## src/logic/branch_exec_defs.svh

```systemverilog
`ifndef BRANCH_EXEC_DEFS_SVH
`define BRANCH_EXEC_DEFS_SVH

// Operand, address and result width
`define BE_XLEN 32

// Destination register index width
`define BE_REG_ADDR_W 5

// Queue depths as powers of two
`define BE_ISSUE_DEPTH 4
`define BE_RESULT_DEPTH 4

`endif

```

## src/logic/branch_exec_pkg.sv

```systemverilog
`include "branch_exec_defs.svh"

package branch_exec_pkg;

    // Commands known to the compare unit
    // Any code outside this list is reported as illegal
    typedef enum logic [3:0] {
        c_SLT  = 4'h0,
        c_SLTU = 4'h1,
        c_BEQ  = 4'h2,
        c_BNE  = 4'h3,
        c_BGE  = 4'h4,
        c_BLT  = 4'h5,
        c_BGEU = 4'h6,
        c_BLTU = 4'h7
    } alu_cmd_t;

    // One issue record as written by the issuer
    typedef struct packed {
        alu_cmd_t                    cmd;
        logic [`BE_XLEN-1:0]         arg0;
        logic [`BE_XLEN-1:0]         arg1;
        logic [`BE_XLEN-1:0]         addr;
        logic [`BE_XLEN-1:0]         imm;
        logic [`BE_REG_ADDR_W-1:0]   rd;
    } issue_t;

    // One result record as seen by the committer
    typedef struct packed {
        // Branch target or set bit
        logic [`BE_XLEN-1:0]         res;
        logic [`BE_REG_ADDR_W-1:0]   rd;
        logic                        taken;
        // Carry out of addr + imm
        logic                        overflow;
        logic                        illegal;
    } result_t;

endpackage

```

## src/logic/record_fifo.sv

```systemverilog
`timescale 1ns/1ps

`include "branch_exec_defs.svh"

module record_fifo #(
    parameter type T     = logic [7:0],
    parameter int  DEPTH = `BE_ISSUE_DEPTH
) (
    input  logic    clk,
    input  logic    rst_n,

    // Write side
    input  logic    i_valid,
    input  T        i_data,
    output logic    o_ready,

    // Read side with the head shown combinationally
    output logic    o_valid,
    output T        o_data,
    input  logic    i_ready
);

    localparam int AW = $clog2(DEPTH);

    T               mem [DEPTH];
    logic [AW-1:0]  wr_ptr;
    logic [AW-1:0]  rd_ptr;
    logic [AW:0]    count;
    logic           full;
    logic           empty;
    logic           push;
    logic           pop;

    assign full  = (count == (AW+1)'(DEPTH));
    assign empty = (count == '0);

    // A pop in the same cycle frees the slot for a write when full
    assign o_ready = !full || i_ready;
    assign o_valid = !empty;
    assign o_data  = mem[rd_ptr];

    assign push = i_valid && o_ready;
    assign pop  = i_ready && o_valid;

    always_ff @(posedge clk) begin
        if (push) begin
            mem[wr_ptr] <= i_data;
        end
    end

    // Pointers wrap naturally for power of two depths
    always_ff @(posedge clk or negedge rst_n) begin
        if (!rst_n) begin
            wr_ptr <= '0;
            rd_ptr <= '0;
            count  <= '0;
        end else begin
            if (push) begin
                wr_ptr <= wr_ptr + 1'b1;
            end
            if (pop) begin
                rd_ptr <= rd_ptr + 1'b1;
            end
            case ({push, pop})
                2'b10:   count <= count + 1'b1;
                2'b01:   count <= count - 1'b1;
                default: count <= count;
            endcase
        end
    end

endmodule

```

## src/logic/wb_issue_slave.sv

```systemverilog
`timescale 1ns/1ps

`include "branch_exec_defs.svh"

module wb_issue_slave
    import branch_exec_pkg::*;
(
    input  logic    clk,
    input  logic    rst_n,

    // Write-only Wishbone classic slave
    input  logic    i_wb_cyc,
    input  logic    i_wb_stb,
    input  logic    i_wb_we,
    input  issue_t  i_wb_dat,
    output logic    o_wb_ack,

    // Push side of the issue queue
    output logic    o_push_valid,
    output issue_t  o_push_data,
    input  logic    i_push_ready
);

    logic   accept;
    issue_t push_data_q;

    // New write request while the queue has room
    // The previous ack must be low so each cycle is acked once
    assign accept = i_wb_cyc && i_wb_stb && i_wb_we && i_push_ready && !o_wb_ack;

    always_ff @(posedge clk or negedge rst_n) begin
        if (!rst_n) begin
            o_wb_ack <= 1'b0;
        end else begin
            o_wb_ack <= accept;
        end
    end

    // Capture while the master still holds the data
    always_ff @(posedge clk) begin
        if (accept) begin
            push_data_q <= i_wb_dat;
        end
    end

    // Push coincides with the ack cycle
    assign o_push_valid = o_wb_ack;
    assign o_push_data  = push_data_q;

endmodule

```

## src/logic/cmp_branch_unit.sv

```systemverilog
`timescale 1ns/1ps

`include "branch_exec_defs.svh"

module cmp_branch_unit
    import branch_exec_pkg::*;
(
    input  logic    clk,
    input  logic    rst_n,

    // From the issue queue
    input  logic    i_valid,
    input  issue_t  i_issue,
    output logic    o_ready,

    // To the result queue
    output logic    o_valid,
    output result_t o_result,
    input  logic    i_ready
);

    logic [`BE_XLEN:0] target;
    logic              eq;
    logic              lt_s;
    logic              lt_u;
    logic              is_branch;
    logic              cond;
    result_t           result_d;
    logic              accept;

    // Shared comparators for set and branch commands
    assign eq   = (i_issue.arg0 == i_issue.arg1);
    assign lt_s = ($signed(i_issue.arg0) < $signed(i_issue.arg1));
    assign lt_u = (i_issue.arg0 < i_issue.arg1);

    // One extra bit keeps the carry out
    assign target = {1'b0, i_issue.addr} + {1'b0, i_issue.imm};

    always_comb begin
        result_d    = '0;
        result_d.rd = i_issue.rd;
        is_branch   = 1'b0;
        cond        = 1'b0;

        case (i_issue.cmd)
            c_SLT: begin
                result_d.res = {{(`BE_XLEN-1){1'b0}}, lt_s};
            end
            c_SLTU: begin
                result_d.res = {{(`BE_XLEN-1){1'b0}}, lt_u};
            end
            c_BEQ: begin
                is_branch = 1'b1;
                cond      = eq;
            end
            c_BNE: begin
                is_branch = 1'b1;
                cond      = !eq;
            end
            c_BGE: begin
                is_branch = 1'b1;
                cond      = !lt_s;
            end
            c_BLT: begin
                is_branch = 1'b1;
                cond      = lt_s;
            end
            c_BGEU: begin
                is_branch = 1'b1;
                cond      = !lt_u;
            end
            c_BLTU: begin
                is_branch = 1'b1;
                cond      = lt_u;
            end
            default: begin
                // Only rd survives an unknown command
                result_d.illegal = 1'b1;
            end
        endcase

        if (is_branch) begin
            result_d.res      = target[`BE_XLEN-1:0];
            result_d.overflow = target[`BE_XLEN];
            result_d.taken    = cond;
        end
    end

    // Take a new item when the output register is free or draining
    assign o_ready = !o_valid || i_ready;
    assign accept  = i_valid && o_ready;

    always_ff @(posedge clk or negedge rst_n) begin
        if (!rst_n) begin
            o_valid <= 1'b0;
        end else if (accept) begin
            o_valid <= 1'b1;
        end else if (i_ready) begin
            o_valid <= 1'b0;
        end
    end

    // Held while the result queue is full
    always_ff @(posedge clk) begin
        if (accept) begin
            o_result <= result_d;
        end
    end

endmodule

```

## src/logic/wb_commit_master.sv

```systemverilog
`timescale 1ns/1ps

`include "branch_exec_defs.svh"

module wb_commit_master
    import branch_exec_pkg::*;
(
    input  logic    clk,
    input  logic    rst_n,

    // Head of the result queue
    input  logic    i_valid,
    input  result_t i_result,
    output logic    o_ready,

    // Write-only Wishbone classic master
    output logic    o_wb_cyc,
    output logic    o_wb_stb,
    output logic    o_wb_we,
    output result_t o_wb_dat,
    input  logic    i_wb_ack
);

    typedef enum logic {
        ST_IDLE,
        ST_WRITE
    } state_t;

    state_t state;

    always_ff @(posedge clk or negedge rst_n) begin
        if (!rst_n) begin
            state <= ST_IDLE;
        end else begin
            case (state)
                ST_IDLE:  if (i_valid) state <= ST_WRITE;
                ST_WRITE: if (i_wb_ack) state <= ST_IDLE;
                default:  state <= ST_IDLE;
            endcase
        end
    end

    // Head is latched when the write cycle opens
    always_ff @(posedge clk) begin
        if (state == ST_IDLE && i_valid) begin
            o_wb_dat <= i_result;
        end
    end

    // Going back through idle leaves stb low one cycle between items
    assign o_wb_cyc = (state == ST_WRITE);
    assign o_wb_stb = (state == ST_WRITE);
    assign o_wb_we  = (state == ST_WRITE);

    // Pop on the acked cycle
    assign o_ready = (state == ST_WRITE) && i_wb_ack;

endmodule

```

## src/logic/branch_exec.sv

```systemverilog
`timescale 1ns/1ps

`include "branch_exec_defs.svh"

module branch_exec
    import branch_exec_pkg::*;
(
    input  logic    clk,
    input  logic    rst_n,

    // Issuer bus
    input  logic    i_wb_cyc,
    input  logic    i_wb_stb,
    input  logic    i_wb_we,
    input  issue_t  i_wb_dat,
    output logic    o_wb_ack,

    // Committer bus
    output logic    o_wb_cyc,
    output logic    o_wb_stb,
    output logic    o_wb_we,
    output result_t o_wb_dat,
    input  logic    i_wb_ack
);

    // Slave to issue queue
    logic    iss_push_valid;
    issue_t  iss_push_data;
    logic    iss_push_ready;

    // Issue queue to compare unit
    logic    iss_pop_valid;
    issue_t  iss_pop_data;
    logic    iss_pop_ready;

    // Compare unit to result queue
    logic    res_push_valid;
    result_t res_push_data;
    logic    res_push_ready;

    // Result queue to commit master
    logic    res_pop_valid;
    result_t res_pop_data;
    logic    res_pop_ready;

    wb_issue_slave u_wb_issue_slave (
        .clk          (clk),
        .rst_n        (rst_n),
        .i_wb_cyc     (i_wb_cyc),
        .i_wb_stb     (i_wb_stb),
        .i_wb_we      (i_wb_we),
        .i_wb_dat     (i_wb_dat),
        .o_wb_ack     (o_wb_ack),
        .o_push_valid (iss_push_valid),
        .o_push_data  (iss_push_data),
        .i_push_ready (iss_push_ready)
    );

    record_fifo #(
        .T     (issue_t),
        .DEPTH (`BE_ISSUE_DEPTH)
    ) u_issue_fifo (
        .clk     (clk),
        .rst_n   (rst_n),
        .i_valid (iss_push_valid),
        .i_data  (iss_push_data),
        .o_ready (iss_push_ready),
        .o_valid (iss_pop_valid),
        .o_data  (iss_pop_data),
        .i_ready (iss_pop_ready)
    );

    cmp_branch_unit u_cmp_branch_unit (
        .clk      (clk),
        .rst_n    (rst_n),
        .i_valid  (iss_pop_valid),
        .i_issue  (iss_pop_data),
        .o_ready  (iss_pop_ready),
        .o_valid  (res_push_valid),
        .o_result (res_push_data),
        .i_ready  (res_push_ready)
    );

    record_fifo #(
        .T     (result_t),
        .DEPTH (`BE_RESULT_DEPTH)
    ) u_result_fifo (
        .clk     (clk),
        .rst_n   (rst_n),
        .i_valid (res_push_valid),
        .i_data  (res_push_data),
        .o_ready (res_push_ready),
        .o_valid (res_pop_valid),
        .o_data  (res_pop_data),
        .i_ready (res_pop_ready)
    );

    wb_commit_master u_wb_commit_master (
        .clk      (clk),
        .rst_n    (rst_n),
        .i_valid  (res_pop_valid),
        .i_result (res_pop_data),
        .o_ready  (res_pop_ready),
        .o_wb_cyc (o_wb_cyc),
        .o_wb_stb (o_wb_stb),
        .o_wb_we  (o_wb_we),
        .o_wb_dat (o_wb_dat),
        .i_wb_ack (i_wb_ack)
    );

endmodule

```

## config.mk

```make
export PLATFORM = sky130hd
export DESIGN_NAME = branch_exec
export DESIGN_NICKNAME = d
export VERILOG_FILES = /design/src/logic/branch_exec_pkg.sv /design/src/logic/record_fifo.sv /design/src/logic/wb_issue_slave.sv /design/src/logic/cmp_branch_unit.sv /design/src/logic/wb_commit_master.sv /design/src/logic/branch_exec.sv
export VERILOG_INCLUDE_DIRS = /design/src /design/src/logic
export SDC_FILE = /design/constraint.sdc
export NUM_CORES = 1
export LEC_CHECK = 0
export BUFFER_PORTS_ARGS = -buffer_cell sky130_fd_sc_hd__buf_2
export CAP_MARGIN = 20
export CORE_ASPECT_RATIO = 0.75
export CORE_MARGIN = 5
export CORE_UTILIZATION = 40
export DETAILED_ROUTE_END_ITERATION = 10
export PLACE_DENSITY = 0.67
export SETUP_SLACK_MARGIN = 0.02
export SKIP_CTS_REPAIR_TIMING = 1
export SYNTH_ARGS = -nofsm -noshare
export SYNTH_HDL_FRONTEND = slang
export SYNTH_SLANG_ARGS = --single-unit
```

## constraint.sdc

```tcl
create_clock -name clk -period 9.06 [get_ports clk]
set_clock_uncertainty 0.2 [all_clocks]
set_input_delay 0.453 -clock clk [delete_from_list [all_inputs] [get_ports clk]]
set_output_delay 0.453 -clock clk [all_outputs]
set_load 0.01 [all_outputs]
```

==> summary.md <==
| Metric | Value |
|---|---|
| Detailed Routing Iterations Pass 1 | 7 |
| Clock tree buffer depth | 3 |
| Fmax | 206 MHz |
| Outcome | complete, no violations |
| Crit-path slowest cell | dfrtp_4 |
| Clock-pin slew on the worst setup and hold paths | 0.06 ns |
| Number of max-cap violations | 0 |
| Syn Std Cell Area | 0.0358 mm^2 |
| CP peak stage delay | 0.91 ns |
| Final non-filler cell total | 3289 |
| Post-synthesis sequential area ratio | 78.9% |
| Crit path launch type | flop |
| Cts bufs inserted | 89 |
| Tmin final | 4.86 ns |
| Die Wd | 355 um |
| Mean Syn Cell Area | 21.4 um^2 |
| Synthesis-to-finish area growth | 19.0% |
| H-tree depth | 3 |
| Critical setup path kind | reg -> reg |
| Buf+Inv Stages, Crit Path | 2 |
| Worst slew pin tran | 1.09 ns |
| Final setup violation count | 0 |
| Syn nets | 1890 |
| Synthesized netlist cell count | 1670 |
| CP Data Arrival Time | 5.02 ns |
| Fin. Hold Viols | 0 |
| # DRC | 0 |
| First-pass GRT wire length | 104 mm |
| GRT Overall Usage | 14.2% |
| Vias in the first global route | 17100 |
| Routability Congestion | 0.877 |
| Yosys synthesis warning count | 0 |
| Share of flip-flops with an asynchronous set or reset | 1.80% |
| Cell family with most CP delay | simple AND/OR/NAND/NOR gates |
| Max-Slew Margin vs Limit | 27.5% |
| DRT Wirelength | 68.2 mm |
| Starting density of the core | 40.1% |
| Detailed-route wire length per cell | 20.7 um |
| DR vias | 16900 |
| GRT overflow | 0 |
| Largest net degree at the start of global routing | 73 |
| Crit path max fanout | 44 |
| Top_reg_cell synth | edfxtp_1 |
| Clk sink count | 942 |
| Placed cells | 2983 |
| ANT nets after route | 0 |
| Post-synth EDFFs | 925 |
| Ant. Diodes | 0 |
| Final net count | 2276 |
| Row cnt | 95 |
| Synth Register Bits | 942 |
| CP Data Required Time | 9.22 ns |
| Critical path cell sequence | buf_4, buf_16, mux4_2, ha_1, and4_1, nand4_1, nor4_1, and2_1, xor2_1, nand3_1, o21ai_0 |
| Clock insertion delay at the later pin of the skew report | 0.63 ns |
| Netlist cell types | 56 |
| Tcrit/Tclk final | 53.6% |
| Setup TNS | 0 ns |
| Fillers | 7255 |
| Final Max Slew Viols | 0 |
| Worst min-delay path class | in -> reg |
| Core area | 0.0891 mm^2 |
| Vias per inst | 5.14 |
| Crit end category | flop |
| CTS tree | yes |
| Share of post-route cells with drive strength above 1 | 25.0% |
| Clk root buf | clkbuf_16 |
| Initial antenna violation count | 6 |
| Die area | 0.0955 mm^2 |
| IO Pins | 187 |
| Dpl hpwl | 41.8 mm |
| P per Cell Area | 328 mW/mm^2 |
| Die height | 269 um |
| Leakage | 0.0145 uW |
| Maximum VDD drop | 0.172 mV |
| Initial DRC Count | 1301 |
| Port Buffers | 186 |
| Unrepaired setup endpoints after global routing | false |
## synth_stat cells, types with 6 or more instances
cell,instances,area share [%]
edfxtp_1,925,78
mux4_2,177,11
ha_1,74,2.6
inv_1,62,0.65
nor2_1,47,0.49
nand2_1,45,0.47
a21oi_1,41,0.57
nand3_1,23,0.32
buf_2,22,0.31
clkbuf_1,22,0.23
o21ai_0,21,0.29
a21o_1,20,0.42
xnor2_1,20,0.49
nor3_1,18,0.25
dfrtp_1,17,1.2
nand4_1,11,0.19
xor2_1,10,0.24
a211oi_1,8,0.17
and2_1,8,0.14
buf_1,8,0.084
o211ai_1,8,0.17
o21a_1,8,0.17
and3_1,6,0.10
o21bai_1,6,0.13
## tightest hold or removal path, stage by stage
cell	delay, ns
buf_2	0.09
nand4b_1	0.18
a31oi_4	0.10
## worst paths after layout
kind,from,endpoint,slack [ns],cells past startpoint
setup / recovery,u_issue_fifo.rd_ptr[0]$_DFFE_PN0P_,u_cmp_branch_unit.o_result[2]$_SDFFCE_PN0P_,4.20,11
hold / removal,i_wb_we,u_wb_issue_slave.o_push_valid$_DFF_PN0_,0.06,3
setup reg to reg,u_issue_fifo.rd_ptr[0]$_DFFE_PN0P_,u_cmp_branch_unit.o_result[2]$_SDFFCE_PN0P_,4.20,11
hold reg to reg,u_wb_issue_slave.o_push_data[136]$_DFFE_PP_,u_issue_fifo.mem[1][136]$_DFFE_PP_,0.29,0
max in group asynchronous,rst_n,u_issue_fifo.rd_ptr[0]$_DFFE_PN0P_,8.21,2
min in group asynchronous,rst_n,u_wb_commit_master.o_wb_cyc$_DFF_PN0_,0.11,2
## registers in the layout, summed over array words and instances, names as in the netlist
| signal | cells |
|---|---|
| u_cmp_branch_unit.o_result | 40 |
| u_cmp_branch_unit.o_valid | 1 |
| u_issue_fifo.count | 3 |
| u_issue_fifo.mem | 548 |
| u_issue_fifo.rd_ptr | 2 |
| u_issue_fifo.wr_ptr | 2 |
| u_result_fifo.count | 3 |
| u_result_fifo.mem | 160 |
| u_result_fifo.rd_ptr | 2 |
| u_result_fifo.wr_ptr | 2 |
| u_wb_commit_master.o_wb_cyc | 1 |
| u_wb_commit_master.o_wb_dat | 40 |
| u_wb_issue_slave.o_push_data | 137 |
| u_wb_issue_slave.o_push_valid | 1 |
## cell usage in the layout, fill, tap and decap left out, types with 10 or more instances in the layout
| master | n |
|---|---|
| a21o_1 | 20 |
| buf_4 | 18 |
| edfxtp_1 | 925 |
| buf_2 | 186 |
| dlygate4sd3_1 | 139 |
| nand4_1 | 11 |
| a21oi_1 | 41 |
| dfrtp_1 | 14 |
| nand2_1 | 45 |
| clkbuf_1 | 16 |
| ha_1 | 74 |
| inv_1 | 62 |
| nand3_1 | 23 |
| clkbuf_16 | 92 |
| clkinv_1 | 19 |
| o21ai_0 | 21 |
| mux4_2 | 177 |
| nor3_1 | 18 |
| clkinv_2 | 14 |
| xor2_1 | 10 |
| nor2_1 | 45 |
| xnor2_1 | 20 |
## cell families after synthesis
kind of cell             count (synthesis)  share of synthesized area, %
AO/OA/AOI/OAI                          140                          2.58
adder cells (fa/ha/maj)                 77                          2.76
buffers and inverters                  119                          1.39
XOR/XNOR                                30                         0.735
multiplexers                           180                          11.2
AND/OR/NAND/NOR                        182                          2.43
flip-flops                             942                          78.9
## final cells by class
cell class | instances | area, um^2 | area share [%]
sequential | 942 | 28200 | 66.3
multi-input combinational | 609 | 7110 | 16.7
timing repair buffer | 352 | 2700 | 6.34
clock buffer | 108 | 2360 | 5.55
tap | 1164 | 1460 | 3.42
clock inverter | 52 | 500 | 1.18
inverter | 62 | 233 | 0.547
## per-layer routing
layer | GRT usage (%) | share of wire (%) | up-vias
met2 | 22.7 | 48 | 549
met5 | 0 | 0 | -
met4 | 3.68 | 2.2 | 0
met3 | 2.73 | 6.0 | 118
li1 | - | - | 7610
met1 | 20.5 | 44 | 8640
## per-stage QoR
stage	cell area, um^2	setup slack (ns)	utilization (%)	total power (uW)	hold slack, ns
after detailed placement	38100	3.75	42.8	10400	0.220
after CTS	41000	3.72	46.0	14000	-0.463
after floorplan	35800	3.35	-	9160	-0.0426
after global placement	38100	3.84	42.7	10200	0.218
after global routing	42600	3.83	47.7	14800	0.0696
final	42600	4.20	47.7	14000	0.0617
## power by group
group / total, uW / switching [uW] / leakage, uW / internal, uW
clock: 3640 / 1530 / 0.00139 / 2110
combinational: 4170 / 2340 / 0.00436 / 1840
sequential: 6160 / 367 / 0.00873 / 5790
Note: power is estimated with default switching activity, not from simulation.
